[src/common/exu_params.svh]
`ifndef EXU_PARAMS_SVH
`define EXU_PARAMS_SVH

// Data path width of the execute unit
`define EXU_XLEN 32

// Architectural integer registers, x0 included
`define EXU_NREGS 32

`endif

[src/common/rv_isa_pkg.sv]
package rv_isa_pkg;

  // Major opcodes that the execute unit accepts
  typedef enum logic [6:0] {
    OPC_OP     = 7'b0110011,
    OPC_OP_IMM = 7'b0010011,
    OPC_BRANCH = 7'b1100011
  } opcode_e;

  // Funct3 values of OP and OP_IMM
  localparam logic [2:0] F3_ADD_SUB = 3'b000;
  localparam logic [2:0] F3_SLL     = 3'b001;
  localparam logic [2:0] F3_SLT     = 3'b010;
  localparam logic [2:0] F3_SLTU    = 3'b011;
  localparam logic [2:0] F3_XOR     = 3'b100;
  localparam logic [2:0] F3_SRL_SRA = 3'b101;
  localparam logic [2:0] F3_OR      = 3'b110;
  localparam logic [2:0] F3_AND     = 3'b111;

  // Funct3 values of BRANCH
  localparam logic [2:0] F3_BEQ  = 3'b000;
  localparam logic [2:0] F3_BNE  = 3'b001;
  localparam logic [2:0] F3_BLT  = 3'b100;
  localparam logic [2:0] F3_BGE  = 3'b101;
  localparam logic [2:0] F3_BLTU = 3'b110;
  localparam logic [2:0] F3_BGEU = 3'b111;

  // Bit 5 of funct7 picks SUB and SRA over ADD and SRL
  localparam int unsigned F7_ALT_BIT = 5;

  // Field layout shared by R, I and B formats
  // For I and B the upper fields carry immediate bits instead
  typedef struct packed {
    logic [6:0] funct7;
    logic [4:0] rs2;
    logic [4:0] rs1;
    logic [2:0] funct3;
    logic [4:0] rd;
    opcode_e    opcode;
  } instr_t;

endpackage

[src/common/exu_pkg.sv]
`include "exu_params.svh"

package exu_pkg;

  localparam int unsigned REG_AW = $clog2(`EXU_NREGS);

  // Operation set of the ALU
  typedef enum logic [3:0] {
    ADD,
    SUB,
    SLT,
    SLTU,
    BEQ,
    BNE,
    BLT,
    BGE,
    BLTU,
    BGEU,
    SLL,
    SRL,
    SRA,
    AND,
    OR,
    XOR
  } alu_op_e;

  // One instruction after decode
  typedef struct packed {
    alu_op_e               op;
    logic [REG_AW-1:0]     rs1;
    logic [REG_AW-1:0]     rs2;
    logic [REG_AW-1:0]     rd;
    logic [`EXU_XLEN-1:0]  imm;
    logic                  use_imm;
    logic                  we;
    logic                  is_branch;
  } dec_t;

  // What leaves on the result port
  typedef struct packed {
    logic [REG_AW-1:0]     rd;
    logic [`EXU_XLEN-1:0]  value;
    logic                  is_branch;
    logic                  taken;
  } res_t;

endpackage

[src/exu/alu.sv]
`timescale 1ns/1ps

module alu (
  input  logic [31:0]      alu_a,
  input  logic [31:0]      alu_b,
  input  exu_pkg::alu_op_e alu_op,
  output logic [31:0]      alu_c
);

  logic        sub_mode;
  logic [32:0] add_a;
  logic [32:0] add_b_raw;
  logic [32:0] add_b;
  logic [33:0] add_sum;
  logic [31:0] add_res;
  logic        ovf;
  logic        lt_signed;
  logic        lt_unsigned;
  logic        is_zero;
  logic [4:0]  shamt;
  logic [31:0] shift_in;
  logic [32:0] shift_ext;
  logic [32:0] shift_out;
  logic [31:0] logic_res;

  // Every compare is a subtraction on the same adder
  always_comb begin
    case (alu_op)
      exu_pkg::SUB, exu_pkg::SLT, exu_pkg::SLTU,
      exu_pkg::BEQ, exu_pkg::BNE, exu_pkg::BLT,
      exu_pkg::BGE, exu_pkg::BLTU, exu_pkg::BGEU: sub_mode = 1'b1;
      default: sub_mode = 1'b0;
    endcase
  end

  // The extra low bit turns the inverted operand into two's complement
  assign add_a     = {alu_a, 1'b1};
  assign add_b_raw = {alu_b, 1'b0};
  assign add_b     = sub_mode ? ~add_b_raw : add_b_raw;
  assign add_sum   = {1'b0, add_a} + {1'b0, add_b};
  assign add_res   = add_sum[32:1];

  // Sign of a-b is wrong exactly when the subtraction overflows
  assign ovf         = (alu_a[31] != alu_b[31]) && (add_res[31] != alu_a[31]);
  assign lt_signed   = add_res[31] ^ ovf;
  assign lt_unsigned = ~add_sum[33];
  assign is_zero     = ~|add_res;

  // Left shifts go through the right shifter on reversed bits
  always_comb begin
    shift_in = alu_a;
    if (alu_op == exu_pkg::SLL) begin
      for (int i = 0; i < 32; i++) begin
        shift_in[i] = alu_a[31-i];
      end
    end
  end

  assign shamt     = alu_b[4:0];
  assign shift_ext = {(alu_op == exu_pkg::SRA) & shift_in[31], shift_in};
  assign shift_out = $signed(shift_ext) >>> shamt;

  always_comb begin
    case (alu_op)
      exu_pkg::OR:  logic_res = alu_a | alu_b;
      exu_pkg::XOR: logic_res = alu_a ^ alu_b;
      default:      logic_res = alu_a & alu_b;
    endcase
  end

  always_comb begin
    alu_c = add_res;
    case (alu_op)
      exu_pkg::BEQ:  alu_c = {31'b0, is_zero};
      exu_pkg::BNE:  alu_c = {31'b0, ~is_zero};
      exu_pkg::SLT, exu_pkg::BLT:   alu_c = {31'b0, lt_signed};
      exu_pkg::SLTU, exu_pkg::BLTU: alu_c = {31'b0, lt_unsigned};
      exu_pkg::BGE:  alu_c = {31'b0, ~lt_signed};
      exu_pkg::BGEU: alu_c = {31'b0, ~lt_unsigned};
      exu_pkg::SLL: begin
        for (int i = 0; i < 32; i++) begin
          alu_c[i] = shift_out[31-i];
        end
      end
      exu_pkg::SRL, exu_pkg::SRA: alu_c = shift_out[31:0];
      exu_pkg::AND, exu_pkg::OR, exu_pkg::XOR: alu_c = logic_res;
      default: ;
    endcase
  end

endmodule

[src/exu/alu_decoder.sv]
`timescale 1ns/1ps

module alu_decoder (
  input  logic [31:0]   instr,
  output exu_pkg::dec_t dec
);

  rv_isa_pkg::instr_t fields;
  logic [31:0]        imm_i;
  logic [31:0]        imm_b;
  logic               alt;
  logic               rd_nonzero;

  assign fields     = rv_isa_pkg::instr_t'(instr);
  assign alt        = fields.funct7[rv_isa_pkg::F7_ALT_BIT];
  assign rd_nonzero = (fields.rd != '0);

  assign imm_i = {{20{instr[31]}}, instr[31:20]};
  assign imm_b = {{20{instr[31]}}, instr[7], instr[30:25], instr[11:8], 1'b0};

  function automatic exu_pkg::alu_op_e arith_op(input logic [2:0] funct3,
                                                input logic       sel_alt);
    exu_pkg::alu_op_e op;
    case (funct3)
      rv_isa_pkg::F3_ADD_SUB: op = sel_alt ? exu_pkg::SUB : exu_pkg::ADD;
      rv_isa_pkg::F3_SLL:     op = exu_pkg::SLL;
      rv_isa_pkg::F3_SLT:     op = exu_pkg::SLT;
      rv_isa_pkg::F3_SLTU:    op = exu_pkg::SLTU;
      rv_isa_pkg::F3_XOR:     op = exu_pkg::XOR;
      rv_isa_pkg::F3_SRL_SRA: op = sel_alt ? exu_pkg::SRA : exu_pkg::SRL;
      rv_isa_pkg::F3_OR:      op = exu_pkg::OR;
      rv_isa_pkg::F3_AND:     op = exu_pkg::AND;
      default:                op = exu_pkg::ADD;
    endcase
    return op;
  endfunction

  always_comb begin
    dec     = '0;
    dec.op  = exu_pkg::ADD;
    dec.rs1 = fields.rs1;
    dec.rs2 = fields.rs2;
    dec.imm = imm_i;
    case (fields.opcode)
      rv_isa_pkg::OPC_OP: begin
        dec.op = arith_op(fields.funct3, alt);
        dec.rd = fields.rd;
        dec.we = rd_nonzero;
      end
      rv_isa_pkg::OPC_OP_IMM: begin
        // Funct7 bit 5 only selects SRAI here because OP_IMM has no SUB
        dec.op      = arith_op(fields.funct3,
                               alt && (fields.funct3 == rv_isa_pkg::F3_SRL_SRA));
        dec.rd      = fields.rd;
        dec.use_imm = 1'b1;
        dec.we      = rd_nonzero;
      end
      rv_isa_pkg::OPC_BRANCH: begin
        dec.imm       = imm_b;
        dec.is_branch = 1'b1;
        case (fields.funct3)
          rv_isa_pkg::F3_BEQ:  dec.op = exu_pkg::BEQ;
          rv_isa_pkg::F3_BNE:  dec.op = exu_pkg::BNE;
          rv_isa_pkg::F3_BLT:  dec.op = exu_pkg::BLT;
          rv_isa_pkg::F3_BGE:  dec.op = exu_pkg::BGE;
          rv_isa_pkg::F3_BLTU: dec.op = exu_pkg::BLTU;
          rv_isa_pkg::F3_BGEU: dec.op = exu_pkg::BGEU;
          // Reserved branch encodings retire as no-ops
          default: dec.is_branch = 1'b0;
        endcase
      end
      default: ;
    endcase
  end

endmodule

[src/exu/regfile.sv]
`timescale 1ns/1ps
`include "exu_params.svh"

module regfile (
  input  logic                          clk,
  input  logic                          rst,
  input  logic [$clog2(`EXU_NREGS)-1:0] raddr1,
  input  logic [$clog2(`EXU_NREGS)-1:0] raddr2,
  output logic [`EXU_XLEN-1:0]          rdata1,
  output logic [`EXU_XLEN-1:0]          rdata2,
  input  logic                          we,
  input  logic [$clog2(`EXU_NREGS)-1:0] waddr,
  input  logic [`EXU_XLEN-1:0]          wdata
);

  logic [`EXU_XLEN-1:0] regs [`EXU_NREGS];

  // x0 reads zero whatever the array holds
  assign rdata1 = (raddr1 == '0) ? '0 : regs[raddr1];
  assign rdata2 = (raddr2 == '0) ? '0 : regs[raddr2];

  always_ff @(posedge clk) begin
    if (rst) begin
      for (int i = 0; i < `EXU_NREGS; i++) begin
        regs[i] <= '0;
      end
    end else if (we && (waddr != '0)) begin
      regs[waddr] <= wdata;
    end
  end

endmodule

[src/hw/exu_ctrl.sv]
`timescale 1ns/1ps
`include "exu_params.svh"

module exu_ctrl (
  input  logic                 clk,
  input  logic                 rst,
  input  logic                 in_req,
  input  logic [31:0]          in_instr,
  output logic                 in_ack,
  output logic                 out_req,
  output exu_pkg::res_t        out_res,
  input  logic                 out_ack,
  output logic [31:0]          dec_instr,
  input  exu_pkg::dec_t        dec,
  input  logic [`EXU_XLEN-1:0] rdata1,
  input  logic [`EXU_XLEN-1:0] rdata2,
  output logic [`EXU_XLEN-1:0] alu_a,
  output logic [`EXU_XLEN-1:0] alu_b,
  output exu_pkg::alu_op_e     alu_op,
  input  logic [`EXU_XLEN-1:0] alu_c,
  output logic                 we,
  output logic [4:0]           waddr,
  output logic [`EXU_XLEN-1:0] wdata
);

  typedef enum logic [1:0] {
    IDLE,
    EXEC,
    HOLD,
    DRAIN
  } state_e;

  state_e      state;
  logic [31:0] instr_q;

  assign dec_instr = instr_q;
  assign alu_a     = rdata1;
  assign alu_b     = dec.use_imm ? dec.imm : rdata2;
  assign alu_op    = dec.op;

  // Write back happens on the same edge that registers the result
  assign we    = (state == EXEC) && dec.we;
  assign waddr = dec.rd;
  assign wdata = alu_c;

  always_ff @(posedge clk) begin
    if ((state == IDLE) && in_req) begin
      instr_q <= in_instr;
    end
    if (state == EXEC) begin
      out_res.rd        <= dec.rd;
      out_res.value     <= alu_c;
      out_res.is_branch <= dec.is_branch;
      out_res.taken     <= dec.is_branch & alu_c[0];
    end
  end

  // Both four-phase ports rise together, then each returns to zero on its own
  always_ff @(posedge clk) begin
    if (rst) begin
      state   <= IDLE;
      in_ack  <= 1'b0;
      out_req <= 1'b0;
    end else begin
      case (state)
        IDLE: begin
          if (in_req) state <= EXEC;
        end
        EXEC: begin
          in_ack  <= 1'b1;
          out_req <= 1'b1;
          state   <= HOLD;
        end
        HOLD: begin
          if (!in_req) in_ack <= 1'b0;
          if (out_ack) begin
            out_req <= 1'b0;
            state   <= DRAIN;
          end
        end
        DRAIN: begin
          if (!in_req) in_ack <= 1'b0;
          // Wait for the consumer to release out_ack and the producer to finish
          if (!out_ack && !in_ack) state <= IDLE;
        end
        default: state <= IDLE;
      endcase
    end
  end

endmodule

[src/hw/exu_top.sv]
`timescale 1ns/1ps
`include "exu_params.svh"

module exu_top (
  input  logic          clk,
  input  logic          rst,
  input  logic          in_req,
  input  logic [31:0]   in_instr,
  output logic          in_ack,
  output logic          out_req,
  output exu_pkg::res_t out_res,
  input  logic          out_ack
);

  logic [31:0]          dec_instr;
  exu_pkg::dec_t        dec;
  logic [`EXU_XLEN-1:0] rdata1;
  logic [`EXU_XLEN-1:0] rdata2;
  logic [`EXU_XLEN-1:0] alu_a;
  logic [`EXU_XLEN-1:0] alu_b;
  logic [`EXU_XLEN-1:0] alu_c;
  exu_pkg::alu_op_e     alu_op;
  logic                 we;
  logic [4:0]           waddr;
  logic [`EXU_XLEN-1:0] wdata;

  exu_ctrl u_exu_ctrl (
    .clk       (clk),
    .rst       (rst),
    .in_req    (in_req),
    .in_instr  (in_instr),
    .in_ack    (in_ack),
    .out_req   (out_req),
    .out_res   (out_res),
    .out_ack   (out_ack),
    .dec_instr (dec_instr),
    .dec       (dec),
    .rdata1    (rdata1),
    .rdata2    (rdata2),
    .alu_a     (alu_a),
    .alu_b     (alu_b),
    .alu_op    (alu_op),
    .alu_c     (alu_c),
    .we        (we),
    .waddr     (waddr),
    .wdata     (wdata)
  );

  alu_decoder u_alu_decoder (
    .instr (dec_instr),
    .dec   (dec)
  );

  regfile u_regfile (
    .clk    (clk),
    .rst    (rst),
    .raddr1 (dec.rs1),
    .raddr2 (dec.rs2),
    .rdata1 (rdata1),
    .rdata2 (rdata2),
    .we     (we),
    .waddr  (waddr),
    .wdata  (wdata)
  );

  alu u_alu (
    .alu_a  (alu_a),
    .alu_b  (alu_b),
    .alu_op (alu_op),
    .alu_c  (alu_c)
  );

endmodule

[config.mk]
export PLATFORM = sky130hd
export DESIGN_NAME = exu_top
export DESIGN_NICKNAME = d
export VERILOG_FILES = /design/src/common/rv_isa_pkg.sv /design/src/common/exu_pkg.sv /design/src/exu/alu.sv /design/src/exu/alu_decoder.sv /design/src/exu/regfile.sv /design/src/hw/exu_ctrl.sv /design/src/hw/exu_top.sv
export VERILOG_INCLUDE_DIRS = /design/src /design/src/common
export SDC_FILE = /design/constraint.sdc
export NUM_CORES = 2
export LEC_CHECK = 0
export BUFFER_PORTS_ARGS = -buffer_cell sky130_fd_sc_hd__buf_2
export CAP_MARGIN = 20
export CORE_AREA = 2 2 455 367
export CTS_CLUSTER_DIAMETER = 150
export DETAILED_ROUTE_END_ITERATION = 16
export DIE_AREA = 0 0 457 369
export PLACE_DENSITY = 0.51
export SLEW_MARGIN = 15
export SYNTH_ARGS = -nofsm -noshare
export SYNTH_HDL_FRONTEND = slang
export SYNTH_HIERARCHICAL = 1
export SYNTH_SLANG_ARGS = --single-unit
[constraint.sdc]
create_clock -name clk -period 15.4 [get_ports clk]
set_input_delay 1.54 -clock clk [delete_from_list [all_inputs] [get_ports clk]]
set_output_delay 1.54 -clock clk [all_outputs]
set_load 0.05 [all_outputs]
==> summary.txt <==
Layout
  • Area of the multi-input gates: 29500 sq um
  • Layout area overhead: 9.29%
  • Final nets: approximately 4800
  • Fillers: 14800
  • Area used by sequential logic in the layout: 33000 sq um
  • Post-route cell area: just over 70000 sq um
  • Share of post-route cells with drive strength above 1: 24.2%

Synth
  • Share of synthesized area occupied by flip-flops and latches: 50.6%
  • Proportion of synthesized flip-flops having asynchronous set or reset: 0%
  • Cell type with the largest total area after synthesis: sky130_fd_sc_hd__edfxtp_1
  • Gate count after technology mapping: 4802
  • Top FF cell, synth: sky130_fd_sc_hd__edfxtp_1
  • Syn avg cell area: 13.6 sq um
  • Top cells by area, synth: sky130_fd_sc_hd__edfxtp_1 (50%), sky130_fd_sc_hd__mux4_2 (17%), sky130_fd_sc_hd__and2_1 (9.7%)
  • Yosys synthesis warning count: 6
  • Count of flip-flops with a built-in enable after synthesis: between 1000 and 1500
  • Share of Yosys cell area claimed by the top area cell type: 50.5%
  • Number of storage elements in the synthesis netlist: between 1000 and 1500
  • Dominant cell by count in the synthesized netlist: sky130_fd_sc_hd__edfxtp_1
  • Unique masters post-synth: between 90 and 100
  • Synth top cells by count: sky130_fd_sc_hd__edfxtp_1 (1095), sky130_fd_sc_hd__and2_1 (1012), sky130_fd_sc_hd__mux4_2 (485)
  • Netlist area before placement: 65200 sq um

Setup path
  • Critical path fanouts, max: 33
  • WP buf/inv: 6
  • Crit-path max cell delay: between 0.8 and 0.9 ns
  • Length in cells of the worst reg-to-reg path: 25
  • Crit path kind: reg2reg
  • Kind of capture point of the worst setup path: flip-flop
  • FF-to-FF End: u_regfile/regs[2][0]$_SDFFCE_PN0P_
  • Library cell appearing most often on the critical path: sky130_fd_sc_hd__buf_4
  • Flop2flop setup slack: between 6 and 7 ns
  • Data arrival time of the critical path: 9.39 ns
  • Nature of the critical path startpoint: flip-flop
  • Max stage delay cell, worst path: sky130_fd_sc_hd__nand3_1
  • Largest delay contributor family on the critical path: buffers and inverters
  • Required time of the critical path: around 16 ns
  • R2R Path Start: u_exu_ctrl/dec_instr[23]$_DFFE_PP_

Global route
  • Pin count of the biggest net entering global routing: 109
  • Met3 usage: under 10%
  • Global route hottest layer: met1
  • Global routing usage on met2: 41.5%
  • GRT Util Overall: 29.0%
  • Total congestion overflow after global routing: 0
  • GR met1 Demand/Resource: 44.2%
  • Initial antenna violation count: 30
  • Number of global-route vias before repair: ~42000
  • Global-route wire length before repair: 345000 microns

STA
  • Relative max-transition margin: roughly 15%
  • Largest clock skew in the final design: 0.0284 ns
  • Transition time at the pin with the least slew margin: between 1 and 1.5 ns
  • Portion of the clock cycle consumed by the worst path in the final layout: 57.5%
  • Final Hold Vio Count: 0
  • Final min period: 8.86 ns
  • Max Freq: roughly 110 MHz
  • Setup repair after global routing missed its margin: false
  • Total negative slack for setup checks: 0 ns
  • Final max-slew violation count: 0
  • Number of setup violations in the final report: 0

CTS
  • Clock network latency to the later pin of the worst-skew pair: 0.78 ns
  • Count of cells resized by post-cts repair: 0
  • TritonCTS clock tree: built
  • Post-CTS clock slew at the launch and capture registers of the worst setup and hold paths: about 0.060 ns
  • Number of buffers added to fix hold violations after cts: 0
  • Clock Tree Root: sky130_fd_sc_hd__clkbuf_16
  • Number of sinks on the clock net: 1099
  • Maximum buffer depth of the clock tree: 3
  • Total setup buffers inserted after CTS: 0
  • Number of H-tree branching levels: 3
  • CTS buffer count: approximately 120

Placement
  • I/O Buffers: 76
  • Final weighted congestion in routability-driven placement: 0.963
  • Cell area after placement: 67400 sq um
  • Hpwl dp: 154000 microns

Detailed routing
  • DRC marker count from the first detailed-route iteration: 6301
  • Remaining antenna violation count after routing: 0
  • DRT Pass-1 Iters: 6
  • Routed via count: 43400
  • Via density per instance: approximately 6.3
  • Wire per inst: around 36 microns
  • DRC violation count after routing: 0
  • Routed wire length: 248000 microns

Pwr
  • Leakage: 25.9 nW
  • IR Drop Worst-Case VDD: 0.200 mV
  • Power density relative to cell area: 176 nW/um^2

Worst hold path
  • Min-delay worst type: reg2reg
  • Worst Min Path Start: u_exu_ctrl/in_ack$_SDFFE_PP0P_
  • Worst Hold Path EP: u_exu_ctrl/in_ack$_SDFFE_PP0P_
  • Cell depth of the worst hold path: 2

Floorplanning
  • Die area: 169000 sq um
  • Number of cell rows: between 100 and 150
  • Die outline height: around 370 microns
  • Core footprint: 164000 sq um
  • X dimension of the die: 457 microns
  • I/O pin count: 77
  • Effective utilization at floorplan: 39.8%

Job
  • Total of max-cap violations: 0

Status
  • Outcome: finished clean
[worst max-delay path by stage]
| stage | startpoint | end | cells after the start |
|---|---|---|---|
| after floorplan | u_exu_ctrl/dec_instr[22]$_DFFE_PP_ | u_regfile/regs[10][0]$_SDFFCE_PN0P_ | 30 |
| after global placement | u_exu_ctrl/dec_instr[21]$_DFFE_PP_ | u_regfile/regs[25][0]$_SDFFCE_PN0P_ | 24 |
| after detailed placement | u_exu_ctrl/dec_instr[21]$_DFFE_PP_ | u_regfile/regs[17][0]$_SDFFCE_PN0P_ | 24 |
| after CTS | u_exu_ctrl/dec_instr[21]$_DFFE_PP_ | u_regfile/regs[14][0]$_SDFFCE_PN0P_ | 24 |
| after global routing | u_exu_ctrl/dec_instr[24]$_DFFE_PP_ | u_regfile/regs[10][0]$_SDFFCE_PN0P_ | 25 |
| final | u_exu_ctrl/dec_instr[23]$_DFFE_PP_ | u_regfile/regs[2][0]$_SDFFCE_PN0P_ | 25 |
[cell type report]
type                            count  area share (%)
Clock inverter                     79            1.02
Clock buffer                      135            4.26
Timing Repair Buffer              273            2.81
Multi-Input combinational cell   3082            41.4
Sequential cell                  1099            46.3
Antenna cell                        5          0.0176
Tap cell                         2160            3.79
Inverter                           80           0.422
[kinds of logic (layout without fill, tap and decap cells)]
kind of cell / after synthesis / count (layout) / share of synthesized area [%]
AO/OA/AOI/OAI: 619 / 619 / 6.68
adder cells (fa/ha/maj): 103 / 103 / 1.98
AND/OR/NAND/NOR: 1472 / 1472 / 13.3
XOR/XNOR: 58 / 58 / 0.779
flip-flops: 1099 / 1099 / 50.6
buffers and inverters: 652 / 567 / 4.96
other: 1 / 37 / 0.00575
multiplexers: 798 / 798 / 21.8
[through the flow]
step / power [mW] / hold WS (ns) / std cells / util [%] / setup WS, ns
after global placement: 9.61 / 0.469 / 6691 / 41.2 / 6.48
after floorplan: 7.28 / 0.525 / 4833 / - / 8.42
after CTS: 12.4 / 0.499 / 6907 / 43.5 / 6.49
final: 12.5 / 0.497 / 6913 / 43.5 / 6.54
after detailed placement: 9.58 / 0.486 / 6693 / 41.2 / 6.53
after global routing: 13.0 / 0.565 / 6908 / 43.5 / 6.13
[where the power goes]
part	internal [mW]	switching [mW]	leakage (nW)	total [mW]
Sequential	3.51	0.0871	11.3	3.60
Combinational	1.68	4.35	12.8	6.03
Clock	1.61	1.27	1.84	2.87
Total	6.80	5.71	25.9	12.5
[registers in the layout (all words and copies together), names as in the netlist]
| name | cells |
|---|---|
| u_exu_ctrl/dec_instr | 32 |
| u_exu_ctrl/out_res | 39 |
| u_exu_ctrl/state | 2 |
| u_exu_ctrl/out_req | 1 |
| u_exu_ctrl/in_ack | 1 |
| u_regfile/regs | 1024 |
[worst reg2reg max path, cell delays in order (launching register included)]
cell                        delay, ns
sky130_fd_sc_hd__edfxtp_1        0.32
sky130_fd_sc_hd__buf_4           0.40
sky130_fd_sc_hd__buf_4           0.52
sky130_fd_sc_hd__nand3_1         0.86
sky130_fd_sc_hd__buf_4           0.57
sky130_fd_sc_hd__o22ai_1         0.18
sky130_fd_sc_hd__nor3_1          0.16
sky130_fd_sc_hd__mux2_1          0.33
sky130_fd_sc_hd__buf_4           0.24
sky130_fd_sc_hd__inv_2           0.53
sky130_fd_sc_hd__xnor2_1         0.16
sky130_fd_sc_hd__ha_1            0.39
sky130_fd_sc_hd__nand2_1         0.07
sky130_fd_sc_hd__o31ai_1         0.73
sky130_fd_sc_hd__a31oi_2         0.37
sky130_fd_sc_hd__a31oi_1         0.58
sky130_fd_sc_hd__a21oi_1         0.22
sky130_fd_sc_hd__xnor2_1         0.19
sky130_fd_sc_hd__nor3_1          0.25
sky130_fd_sc_hd__and4bb_1        0.24
sky130_fd_sc_hd__nand4_1         0.16
sky130_fd_sc_hd__nor4_2          0.38
sky130_fd_sc_hd__mux2i_1         0.26
sky130_fd_sc_hd__a2bb2oi_2       0.07
sky130_fd_sc_hd__buf_4           0.24
sky130_fd_sc_hd__and2_1          0.20
[per-layer routing]
metal / vias to the layer above / share of wire, %
met5: - / 0.0053
met4: 2 / 3.4
met3: 345 / 9.8
met2: 2475 / 42
met1: 22700 / 44
li1: 17900 / -
[layout by cell type (no fill, tap or decap), drive strengths merged, types with 56 or more instances in the layout]
cell     count
a2111oi     56
a21oi      123
and2      1015
buf        273
clkbuf     135
clkinv      59
edfxtp    1095
ha         103
inv         84
mux2        97
mux2i      216
mux4       485
nand2       94
nor2       135
nor3        69
o21ai       69
o22ai      119
No activity file was read; power rests on OpenSTA's default activity.
